$ cat config.mk
export PLATFORM = sky130hd
export DESIGN_NAME = id_stage
export DESIGN_NICKNAME = d
export VERILOG_FILES = /design/src/source/id_pkg.sv /design/src/source/id_decoder.sv /design/src/source/id_register_file.sv /design/src/source/id_operand_mux.sv /design/src/source/id_multicycle_fsm.sv /design/src/source/id_stage.sv
export SDC_FILE = /design/constraint.sdc
export NUM_CORES = 2
export LEC_CHECK = 0
export BUFFER_PORTS_ARGS = -buffer_cell sky130_fd_sc_hd__clkbuf_2
export CAP_MARGIN = 15
export CORE_MARGIN = 2
export CORE_UTILIZATION = 36
export CTS_CLUSTER_DIAMETER = 200
export DETAILED_ROUTE_END_ITERATION = 16
export PLACE_DENSITY = 0.58
export SYNTH_ARGS = -nofsm -noshare
export SYNTH_HDL_FRONTEND = slang
export SYNTH_SLANG_ARGS = --single-unit
$ cat constraint.sdc
create_clock -name clk_i -period 7 [get_ports clk_i]
set_input_delay 0.7 -clock clk_i [delete_from_list [all_inputs] [get_ports clk_i]]
set_output_delay 0.7 -clock clk_i [all_outputs]
set_load 0.01 [all_outputs]
$ cat src/source/id_pkg.sv
package id_pkg;

  // Datapath and register file sizes
  localparam int unsigned XLEN       = 32;
  localparam int unsigned REG_ADDR_W = 5;
  localparam int unsigned NUM_REGS   = 32;

  // PC step and second address of a misaligned access
  localparam logic [XLEN-1:0] ADDR_INCR = 32'd4;

  typedef enum logic [6:0] {
    OPCODE_OP     = 7'h33,
    OPCODE_OP_IMM = 7'h13,
    OPCODE_LUI    = 7'h37,
    OPCODE_AUIPC  = 7'h17,
    OPCODE_LOAD   = 7'h03,
    OPCODE_STORE  = 7'h23,
    OPCODE_BRANCH = 7'h63,
    OPCODE_JAL    = 7'h6f,
    OPCODE_JALR   = 7'h67
  } opcode_e;

  typedef enum logic [4:0] {
    ALU_ADD, ALU_SUB, ALU_XOR, ALU_OR, ALU_AND,
    ALU_SLL, ALU_SRL, ALU_SRA, ALU_SLT, ALU_SLTU,
    // Branch comparisons
    ALU_EQ, ALU_NE, ALU_LT, ALU_GE, ALU_LTU, ALU_GEU
  } alu_op_e;

  // OP_A_IMM feeds zero, used by LUI
  typedef enum logic [1:0] {
    OP_A_REG_A, OP_A_FWD, OP_A_CURRPC, OP_A_IMM
  } op_a_sel_e;

  typedef enum logic {
    OP_B_REG_B, OP_B_IMM
  } op_b_sel_e;

  typedef enum logic [2:0] {
    IMM_B_I, IMM_B_S, IMM_B_B, IMM_B_U, IMM_B_J, IMM_B_INCR_PC, IMM_B_INCR_ADDR
  } imm_b_sel_e;

  typedef enum logic {
    RF_WD_EX, RF_WD_LSU
  } rf_wd_sel_e;

endpackage

$ cat src/source/id_decoder.sv
`timescale 1ns/1ps

module id_decoder import id_pkg::*; (
  input  logic [XLEN-1:0]       instr_rdata_i,
  output logic [XLEN-1:0]       imm_i_o,
  output logic [XLEN-1:0]       imm_s_o,
  output logic [XLEN-1:0]       imm_b_o,
  output logic [XLEN-1:0]       imm_u_o,
  output logic [XLEN-1:0]       imm_j_o,
  output logic [REG_ADDR_W-1:0] raddr_a_o,
  output logic [REG_ADDR_W-1:0] raddr_b_o,
  output logic [REG_ADDR_W-1:0] waddr_o,
  output op_a_sel_e             alu_op_a_sel_o,
  output op_b_sel_e             alu_op_b_sel_o,
  output imm_b_sel_e            imm_b_sel_o,
  output alu_op_e               alu_operator_o,
  output rf_wd_sel_e            rf_wd_sel_o,
  output logic                  regfile_we_o,
  output logic                  data_req_o,
  output logic                  data_we_o,
  output logic [1:0]            data_type_o,
  output logic                  data_sign_ext_o,
  output logic                  branch_o,
  output logic                  jump_o,
  output logic                  illegal_o
);

  logic [6:0] opcode;
  logic [2:0] funct3;
  logic [6:0] funct7;
  logic [31:0] instr;

  assign instr  = instr_rdata_i;
  assign opcode = instr[6:0];
  assign funct3 = instr[14:12];
  assign funct7 = instr[31:25];

  assign raddr_a_o = instr[19:15];
  assign raddr_b_o = instr[24:20];
  assign waddr_o   = instr[11:7];

  // Sign-extended immediates of each format
  assign imm_i_o = {{20{instr[31]}}, instr[31:20]};
  assign imm_s_o = {{20{instr[31]}}, instr[31:25], instr[11:7]};
  assign imm_b_o = {{19{instr[31]}}, instr[31], instr[7], instr[30:25], instr[11:8], 1'b0};
  assign imm_u_o = {instr[31:12], 12'b0};
  assign imm_j_o = {{11{instr[31]}}, instr[31], instr[19:12], instr[20], instr[30:21], 1'b0};

  always_comb begin
    alu_op_a_sel_o  = OP_A_REG_A;
    alu_op_b_sel_o  = OP_B_IMM;
    imm_b_sel_o     = IMM_B_I;
    alu_operator_o  = ALU_ADD;
    rf_wd_sel_o     = RF_WD_EX;
    regfile_we_o    = 1'b0;
    data_req_o      = 1'b0;
    data_we_o       = 1'b0;
    data_type_o     = 2'b00;
    data_sign_ext_o = 1'b0;
    branch_o        = 1'b0;
    jump_o          = 1'b0;
    illegal_o       = 1'b0;

    case (opcode)
      OPCODE_OP, OPCODE_OP_IMM: begin
        regfile_we_o = 1'b1;
        if (opcode == OPCODE_OP) begin
          alu_op_b_sel_o = OP_B_REG_B;
        end
        case (funct3)
          3'b000: alu_operator_o = (opcode == OPCODE_OP && funct7[5]) ? ALU_SUB : ALU_ADD;
          3'b001: alu_operator_o = ALU_SLL;
          3'b010: alu_operator_o = ALU_SLT;
          3'b011: alu_operator_o = ALU_SLTU;
          3'b100: alu_operator_o = ALU_XOR;
          3'b101: alu_operator_o = funct7[5] ? ALU_SRA : ALU_SRL;
          3'b110: alu_operator_o = ALU_OR;
          default: alu_operator_o = ALU_AND;
        endcase
        // funct7 only carries information for OP and the immediate shifts
        if ((opcode == OPCODE_OP || funct3 ==? 3'b?01) &&
            funct7 != 7'h00 && !(funct7 == 7'h20 && funct3 ==? 3'b?0?)) begin
          illegal_o = 1'b1;
        end
        if (opcode == OPCODE_OP && funct7 == 7'h20 && funct3 != 3'b000 && funct3 != 3'b101) begin
          illegal_o = 1'b1;
        end
        if (opcode == OPCODE_OP_IMM && funct3 == 3'b001 && funct7 != 7'h00) begin
          illegal_o = 1'b1;
        end
      end
      OPCODE_LUI, OPCODE_AUIPC: begin
        alu_op_a_sel_o = (opcode == OPCODE_LUI) ? OP_A_IMM : OP_A_CURRPC;
        imm_b_sel_o    = IMM_B_U;
        regfile_we_o   = 1'b1;
      end
      OPCODE_LOAD: begin
        data_req_o      = 1'b1;
        rf_wd_sel_o     = RF_WD_LSU;
        regfile_we_o    = 1'b1;
        data_sign_ext_o = ~funct3[2];
        // Type encoding: 00 word, 01 half, 10 byte
        case (funct3)
          3'b000, 3'b100: data_type_o = 2'b10;
          3'b001, 3'b101: data_type_o = 2'b01;
          3'b010:         data_type_o = 2'b00;
          default:        illegal_o   = 1'b1;
        endcase
      end
      OPCODE_STORE: begin
        data_req_o  = 1'b1;
        data_we_o   = 1'b1;
        imm_b_sel_o = IMM_B_S;
        case (funct3)
          3'b000:  data_type_o = 2'b10;
          3'b001:  data_type_o = 2'b01;
          3'b010:  data_type_o = 2'b00;
          default: illegal_o   = 1'b1;
        endcase
      end
      OPCODE_BRANCH: begin
        branch_o       = 1'b1;
        alu_op_b_sel_o = OP_B_REG_B;
        imm_b_sel_o    = IMM_B_B;
        case (funct3)
          3'b000:  alu_operator_o = ALU_EQ;
          3'b001:  alu_operator_o = ALU_NE;
          3'b100:  alu_operator_o = ALU_LT;
          3'b101:  alu_operator_o = ALU_GE;
          3'b110:  alu_operator_o = ALU_LTU;
          3'b111:  alu_operator_o = ALU_GEU;
          default: illegal_o      = 1'b1;
        endcase
      end
      OPCODE_JAL, OPCODE_JALR: begin
        // Link address pc + 4 goes through the ALU
        jump_o         = 1'b1;
        alu_op_a_sel_o = OP_A_CURRPC;
        imm_b_sel_o    = IMM_B_INCR_PC;
        regfile_we_o   = 1'b1;
        if (opcode == OPCODE_JALR && funct3 != 3'b000) begin
          illegal_o = 1'b1;
        end
      end
      default: illegal_o = 1'b1;
    endcase

    if (illegal_o) begin
      regfile_we_o = 1'b0;
      data_req_o   = 1'b0;
      data_we_o    = 1'b0;
      branch_o     = 1'b0;
      jump_o       = 1'b0;
    end
  end

endmodule

$ cat src/source/id_register_file.sv
`timescale 1ns/1ps

module id_register_file import id_pkg::*; #(
  parameter int unsigned NUM_REGS = id_pkg::NUM_REGS
) (
  input  logic                  clk_i,
  input  logic                  rst_ni,
  input  logic [REG_ADDR_W-1:0] raddr_a_i,
  input  logic [REG_ADDR_W-1:0] raddr_b_i,
  input  logic [REG_ADDR_W-1:0] waddr_i,
  input  logic [XLEN-1:0]       wdata_i,
  input  logic                  we_i,
  output logic [XLEN-1:0]       rdata_a_o,
  output logic [XLEN-1:0]       rdata_b_o
);

  logic [XLEN-1:0] regs_q [NUM_REGS];

  // Entry zero is cleared at reset and never written
  always_ff @(posedge clk_i or negedge rst_ni) begin
    if (!rst_ni) begin
      for (int i = 0; i < NUM_REGS; i++) begin
        regs_q[i] <= '0;
      end
    end else if (we_i && waddr_i != '0 && waddr_i < NUM_REGS) begin
      regs_q[waddr_i] <= wdata_i;
    end
  end

  // Combinational read, addresses beyond the array read zero
  assign rdata_a_o = (raddr_a_i < NUM_REGS) ? regs_q[raddr_a_i] : '0;
  assign rdata_b_o = (raddr_b_i < NUM_REGS) ? regs_q[raddr_b_i] : '0;

  assert property (@(posedge clk_i) disable iff (!rst_ni)
    we_i |-> waddr_i < NUM_REGS)
    else $error("Register write to x%0d beyond %0d entries", waddr_i, NUM_REGS);

endmodule

$ cat src/source/id_operand_mux.sv
`timescale 1ns/1ps

module id_operand_mux import id_pkg::*; (
  input  op_a_sel_e       alu_op_a_sel_i,
  input  op_b_sel_e       alu_op_b_sel_i,
  input  imm_b_sel_e      imm_b_sel_i,
  input  logic [XLEN-1:0] imm_i_i,
  input  logic [XLEN-1:0] imm_s_i,
  input  logic [XLEN-1:0] imm_b_i,
  input  logic [XLEN-1:0] imm_u_i,
  input  logic [XLEN-1:0] imm_j_i,
  input  logic [XLEN-1:0] rdata_a_i,
  input  logic [XLEN-1:0] rdata_b_i,
  input  logic [XLEN-1:0] pc_id_i,
  input  logic [XLEN-1:0] lsu_addr_last_i,
  input  logic            lsu_addr_incr_req_i,
  output logic [XLEN-1:0] alu_operand_a_o,
  output logic [XLEN-1:0] alu_operand_b_o
);

  op_a_sel_e       op_a_sel;
  op_b_sel_e       op_b_sel;
  imm_b_sel_e      imm_sel;
  logic [XLEN-1:0] imm;

  // Second half of a misaligned access computes last address + 4
  assign op_a_sel = lsu_addr_incr_req_i ? OP_A_FWD        : alu_op_a_sel_i;
  assign op_b_sel = lsu_addr_incr_req_i ? OP_B_IMM        : alu_op_b_sel_i;
  assign imm_sel  = lsu_addr_incr_req_i ? IMM_B_INCR_ADDR : imm_b_sel_i;

  always_comb begin
    case (imm_sel)
      IMM_B_I:                        imm = imm_i_i;
      IMM_B_S:                        imm = imm_s_i;
      IMM_B_B:                        imm = imm_b_i;
      IMM_B_U:                        imm = imm_u_i;
      IMM_B_J:                        imm = imm_j_i;
      IMM_B_INCR_PC, IMM_B_INCR_ADDR: imm = ADDR_INCR;
      default:                        imm = '0;
    endcase
  end

  always_comb begin
    case (op_a_sel)
      OP_A_REG_A:  alu_operand_a_o = rdata_a_i;
      OP_A_FWD:    alu_operand_a_o = lsu_addr_last_i;
      OP_A_CURRPC: alu_operand_a_o = pc_id_i;
      default:     alu_operand_a_o = '0;
    endcase
  end

  assign alu_operand_b_o = (op_b_sel == OP_B_IMM) ? imm : rdata_b_i;

endmodule

$ cat src/source/id_multicycle_fsm.sv
`timescale 1ns/1ps

module id_multicycle_fsm import id_pkg::*; (
  input  logic clk_i,
  input  logic rst_ni,
  input  logic instr_new_i,
  input  logic data_req_i,
  input  logic branch_i,
  input  logic jump_i,
  input  logic illegal_i,
  input  logic regfile_we_dec_i,
  input  logic branch_decision_i,
  input  logic ex_valid_i,
  input  logic lsu_valid_i,
  output logic regfile_we_o,
  output logic data_req_o,
  output logic id_ready_o,
  output logic pc_set_o,
  output logic instr_ret_o
);

  typedef enum logic {IDLE, WAIT_MULTICYCLE} id_fsm_e;

  id_fsm_e state_q, state_d;
  logic    done_q, done_d;
  logic    branch_set_q, branch_set_d;
  logic    regfile_we_wb;
  logic    stall;
  logic    executing;
  logic    completion;
  logic    taken_branch;

  assign taken_branch = branch_i & branch_decision_i;
  // Memory ops end on the LSU strobe, everything else on EX
  assign completion   = data_req_i ? lsu_valid_i : ex_valid_i;

  always_comb begin
    state_d       = state_q;
    done_d        = done_q;
    branch_set_d  = 1'b0;
    regfile_we_wb = 1'b0;
    stall         = 1'b0;
    instr_ret_o   = 1'b0;
    case (state_q)
      IDLE: begin
        if (instr_new_i && !illegal_i) begin
          if (data_req_i || jump_i || taken_branch) begin
            state_d      = WAIT_MULTICYCLE;
            done_d       = 1'b0;
            stall        = 1'b1;
            branch_set_d = jump_i | taken_branch;
          end else begin
            done_d      = 1'b1;
            instr_ret_o = 1'b1;
          end
        end
      end
      WAIT_MULTICYCLE: begin
        if (completion) begin
          state_d       = IDLE;
          done_d        = 1'b1;
          regfile_we_wb = regfile_we_dec_i;
          instr_ret_o   = 1'b1;
        end else begin
          stall = 1'b1;
        end
      end
      default: state_d = IDLE;
    endcase
  end

  always_ff @(posedge clk_i or negedge rst_ni) begin
    if (!rst_ni) begin
      state_q      <= IDLE;
      done_q       <= 1'b1;
      branch_set_q <= 1'b0;
    end else begin
      state_q      <= state_d;
      done_q       <= done_d;
      branch_set_q <= branch_set_d;
    end
  end

  // Loads and jumps write at completion, the rest while new
  assign executing    = instr_new_i | ~done_q;
  assign regfile_we_o = executing & ~illegal_i &
                        ((data_req_i | jump_i) ? regfile_we_wb : regfile_we_dec_i);
  assign data_req_o   = instr_new_i & data_req_i & (state_q == IDLE);
  assign id_ready_o   = ~stall;
  assign pc_set_o     = branch_set_q;

  assert property (@(posedge clk_i) disable iff (!rst_ni)
    (instr_new_i && branch_i) |-> !$isunknown(branch_decision_i))
    else $error("Branch decision unknown for a new branch");

endmodule

$ cat src/source/id_stage.sv
`timescale 1ns/1ps

module id_stage import id_pkg::*; (
  input  logic            clk_i,
  input  logic            rst_ni,
  input  logic            instr_valid_i,
  input  logic            instr_new_i,
  input  logic [XLEN-1:0] instr_rdata_i,
  input  logic [XLEN-1:0] pc_id_i,
  input  logic            branch_decision_i,
  input  logic            ex_valid_i,
  input  logic            lsu_valid_i,
  input  logic            lsu_addr_incr_req_i,
  input  logic [XLEN-1:0] lsu_addr_last_i,
  input  logic [XLEN-1:0] regfile_wdata_ex_i,
  input  logic [XLEN-1:0] regfile_wdata_lsu_i,
  output alu_op_e         alu_operator_o,
  output logic [XLEN-1:0] alu_operand_a_o,
  output logic [XLEN-1:0] alu_operand_b_o,
  output logic            data_req_o,
  output logic            data_we_o,
  output logic [1:0]      data_type_o,
  output logic            data_sign_ext_o,
  output logic [XLEN-1:0] data_wdata_o,
  output logic            illegal_insn_o,
  output logic            id_ready_o,
  output logic            pc_set_o,
  output logic            instr_ret_o
);

  logic [XLEN-1:0]       imm_i, imm_s, imm_b, imm_u, imm_j;
  logic [REG_ADDR_W-1:0] raddr_a, raddr_b, waddr;
  logic [XLEN-1:0]       rdata_a, rdata_b, regfile_wdata;
  op_a_sel_e             alu_op_a_sel;
  op_b_sel_e             alu_op_b_sel;
  imm_b_sel_e            imm_b_sel;
  rf_wd_sel_e            rf_wd_sel;
  logic                  regfile_we_dec, regfile_we;
  logic                  data_req_dec, branch_in_dec, jump_in_dec;

  //////////////////////////////////////////////////////////////////////////
  // Decode and operands
  //////////////////////////////////////////////////////////////////////////

  id_decoder u_decoder (
    .instr_rdata_i  (instr_rdata_i),
    .imm_i_o        (imm_i),
    .imm_s_o        (imm_s),
    .imm_b_o        (imm_b),
    .imm_u_o        (imm_u),
    .imm_j_o        (imm_j),
    .raddr_a_o      (raddr_a),
    .raddr_b_o      (raddr_b),
    .waddr_o        (waddr),
    .alu_op_a_sel_o (alu_op_a_sel),
    .alu_op_b_sel_o (alu_op_b_sel),
    .imm_b_sel_o    (imm_b_sel),
    .alu_operator_o (alu_operator_o),
    .rf_wd_sel_o    (rf_wd_sel),
    .regfile_we_o   (regfile_we_dec),
    .data_req_o     (data_req_dec),
    .data_we_o      (data_we_o),
    .data_type_o    (data_type_o),
    .data_sign_ext_o(data_sign_ext_o),
    .branch_o       (branch_in_dec),
    .jump_o         (jump_in_dec),
    .illegal_o      (illegal_insn_o)
  );

  id_operand_mux u_operand_mux (
    .alu_op_a_sel_i     (alu_op_a_sel),
    .alu_op_b_sel_i     (alu_op_b_sel),
    .imm_b_sel_i        (imm_b_sel),
    .imm_i_i            (imm_i),
    .imm_s_i            (imm_s),
    .imm_b_i            (imm_b),
    .imm_u_i            (imm_u),
    .imm_j_i            (imm_j),
    .rdata_a_i          (rdata_a),
    .rdata_b_i          (rdata_b),
    .pc_id_i            (pc_id_i),
    .lsu_addr_last_i    (lsu_addr_last_i),
    .lsu_addr_incr_req_i(lsu_addr_incr_req_i),
    .alu_operand_a_o    (alu_operand_a_o),
    .alu_operand_b_o    (alu_operand_b_o)
  );

  //////////////////////////////////////////////////////////////////////////
  // Register file and write-back
  //////////////////////////////////////////////////////////////////////////

  assign regfile_wdata = (rf_wd_sel == RF_WD_LSU) ? regfile_wdata_lsu_i : regfile_wdata_ex_i;
  // Store data is rs2 straight from the register file
  assign data_wdata_o  = rdata_b;

  id_register_file #(.NUM_REGS(NUM_REGS)) u_register_file (
    .clk_i    (clk_i),
    .rst_ni   (rst_ni),
    .raddr_a_i(raddr_a),
    .raddr_b_i(raddr_b),
    .waddr_i  (waddr),
    .wdata_i  (regfile_wdata),
    .we_i     (regfile_we),
    .rdata_a_o(rdata_a),
    .rdata_b_o(rdata_b)
  );

  id_multicycle_fsm u_multicycle_fsm (
    .clk_i            (clk_i),
    .rst_ni           (rst_ni),
    .instr_new_i      (instr_new_i),
    .data_req_i       (data_req_dec),
    .branch_i         (branch_in_dec),
    .jump_i           (jump_in_dec),
    .illegal_i        (illegal_insn_o),
    .regfile_we_dec_i (regfile_we_dec),
    .branch_decision_i(branch_decision_i),
    .ex_valid_i       (ex_valid_i),
    .lsu_valid_i      (lsu_valid_i),
    .regfile_we_o     (regfile_we),
    .data_req_o       (data_req_o),
    .id_ready_o       (id_ready_o),
    .pc_set_o         (pc_set_o),
    .instr_ret_o      (instr_ret_o)
  );

  // IF hands over a fully defined word while valid
  assert property (@(posedge clk_i) disable iff (!rst_ni)
    instr_valid_i |-> !$isunknown(instr_rdata_i))
    else $error("Valid instruction holds unknown bits");

endmodule

==> metrics.txt <==
Top delay family on crit path simple AND/OR/NAND/NOR gates; clock slew seen by the registers of the worst setup and hold paths 0.07 ns; Num CTS Buffers 113; Syn Inst Count 3699; most common cell after layout, fill and taps aside dfrtp_1; Top Ports 278; post-CTS sizing 0; Chip Height 396.4 µm; ys async rst share 100.0%; # Post-CTS Setup Buffers 0; critical path required time 6.30 ns; clock skew 0.02654 ns; period utilization 66.79%; Worst-Skew Late Latency 0.74 ns; crit-path max cell delay 0.93 ns; Starting Density 36.11%; Final HPWL DP 109.0 mm; R2R Path Start u_multicycle_fsm.state_q$_DFF_PN0_; Slowest-stage cell, CP nor4_1; Synth Register Bits 1027; sequential share of the synthesized area 46.36%; Compound-Gate Fraction of Synth Area 4.025%; Worst Setup Path Type input pin to primary output; max-slew violations 0; mux cell area share after synthesis 43.42%; critical path launch point instr_rdata_i[24]; first-pass GRT wire length 264.4 mm; Worst EP arrival 3.98 ns; via count 35200; largest cells by area after synthesis dfrtp_1 46%, mux4_2 21%, mux2_2 13%; total of max-cap violations 0; grt total ovfl 0; final setup violation count 0; pin count of the biggest net entering global routing 166; status finished, violations left; die width 396.4 µm; Row Count 144; share of layout cells above drive strength 1 45.52%; # clock sinks 1027; drt first pass iters 5; nature of the critical path endpoint primary output; Netlist cell types 62; root buffer cell clkbuf_16; Starting DRT DRC Count 2925; Final Wtd Congestion 0.8240; Power Total 14.05 mW; EDFF count, synth 0; gr usage total 23.18%; Max rail drop VDD 0.1892 mV; Worst Tran Pin Value 1.236 ns; largest family of logic cells by synthesized area multiplexers; leak pwr 29.30 nW; syn nets 3872; initial antenna violation count 6; die area 157100 µm²; adder-cell share of the synthesized area 0.1129%; YS warnings 0; placed inst area 58730 µm²; wire length per cell 31.09 µm; Hold Slack -0.01316 ns; setup_tns 0 ns; Buf+Inv Stages, Crit Path 3; Max Freq 213.9 MHz; vias in the first global route 35910; Routed Antenna Nets 0; Post-Route WL 183.1 mm; Post-Synth XOR/XNOR Area 0.03160%; final net count 3927; Syn-to-layout area delta 12.94%; unrepaired setup endpoints after global routing false; post-DR vias/cell 5.977; area share of and/or/nand/nor cells after synthesis 2.569%; CTS H-tree depth 3; final hold vios 1; final period demand of the worst path 4.675 ns; cell accounting for the most synthesized area dfrtp_1; critical path startpoint category input pin; Synth Cell Area 55430 µm²; clock buffer depth 3; worst-path cell chain clkbuf_2 -> or3b_2 -> buf_4 -> o22ai_1 -> nor4_1 -> nand2_1 -> nand2_1 -> clkbuf_2; hold_buf cts 0; Core Area 153500 µm²; Port Buf Inserts 275; crit path max fanout 20; Finished Cell Area 62610 µm²; max_slew headroom 16.86%; PwrDens 224.4 nW/µm²; failing checks negative hold slack; Most used DFF post-synth dfrtp_1; commonest non-fill, non-tap cells in the layout 1026 x dfrtp_1, 619 x mux2_2, 511 x mux4_2; utilization after layout 40.78%; Mapped Avg Cell Area 14.99 µm²; DRC errors left 0; FILL cells 14210; CTS tree built; Synth top area share 46.32%; Worst Hold Class input pin to async pin
==> final timing paths <==
kind                       slack (ns)  cells past startpoint                                  endpoint
max                              2.32                      8                       alu_operand_b_o[31]
min                             -0.01                      1       u_multicycle_fsm.pc_set_o$_DFF_PN0_
max reg2reg                      3.29                      8   u_register_file.regs_q[532]$_DFFE_PN0P_
min reg2reg                      0.40                      0  u_register_file.regs_q[1002]$_DFFE_PN0P_
max in group asynchronous        5.07                      3   u_register_file.regs_q[896]$_DFFE_PN0P_
min in group clk_i               0.37                      3       u_multicycle_fsm.pc_set_o$_DFF_PN0_
==> sequential cells by signal, indices dropped and copies added, names as in the netlist <==
signal                     cells
u_multicycle_fsm.pc_set_o      1
u_multicycle_fsm.state_q       1
u_register_file.regs_q      1024
u_multicycle_fsm.done_q        1
==> metal layers <==
layer,vias to the layer above,track usage (%),wire (µm)
li1,14560,-,-
met1,19340,31.60,78460
met2,1040,38.41,89580
met3,258,3.145,9435
met4,2,7.272,5594
met5,-,0,11
==> Yosys cell counts (9+ instances only) <==
library cell and n:
clkbuf_1 249, nand3_4 9, mux2_1 437, nor2_1 39
dfrtp_1 1026, nand3_2 11, nand3_1 16, o22ai_1 161
a21oi_1 22, a22oi_1 32, buf_1 45, mux2_2 619
a211o_1 32, mux4_2 511, nor4_1 37, buf_2 128
mux2i_1 67, nand2_1 75, o21ai_0 70
==> cell type report <==
type	count	area, µm²	area share, %
diodes	3	7.507	0.01199
clock buffers	169	3383	5.404
clock inverters	34	483.0	0.7714
inverters	6	22.52	0.03597
multi-input cells	2229	28120	44.91
flip-flops and latches	1027	25700	41.05
well taps	2044	2557	4.085
repair buffers	377	2333	3.727
==> through the flow <==
stage,hold WS (ns),cells,setup WS [ns]
3_3_place_gp,0.3763,5682,2.294
2_1_floorplan,0.4044,3699,3.509
4_1_cts,0.02193,5885,2.298
5_1_grt,0.05230,5886,2.069
3_5_place_dp,0.3820,5682,2.276
6_report,-0.01316,5889,2.325
==> report_power, final <==
part	total [mW]	switching (mW)	internal, mW
sequential	6.27	0.136	6.14
clock	6.26	2.54	3.72
combinational	1.51	0.899	0.615
total	14.1	3.58	10.5
==> worst register-to-register path, stage by stage (launching register included) <==
cell and delay, ns:
dfrtp_1 0.43, nand2_1 0.09, a32oi_1 0.20, a31oi_1 0.10, nor4_4 0.22, buf_4 0.61, and3_2 1.08, buf_4 0.45
mux2_2 0.40
==> cell families (layout without fill, tap and decap cells) <==
family          after synthesis  count (layout)
compound gates              345             345
xor+xnor                      2               2
fa+ha+maj                     5               5
buf+inv                     443             586
flops                      1027            1027
mux                        1634            1634
other cells                   1               4
simple gates                242             242
No activity file was read; power rests on OpenSTA's default activity.
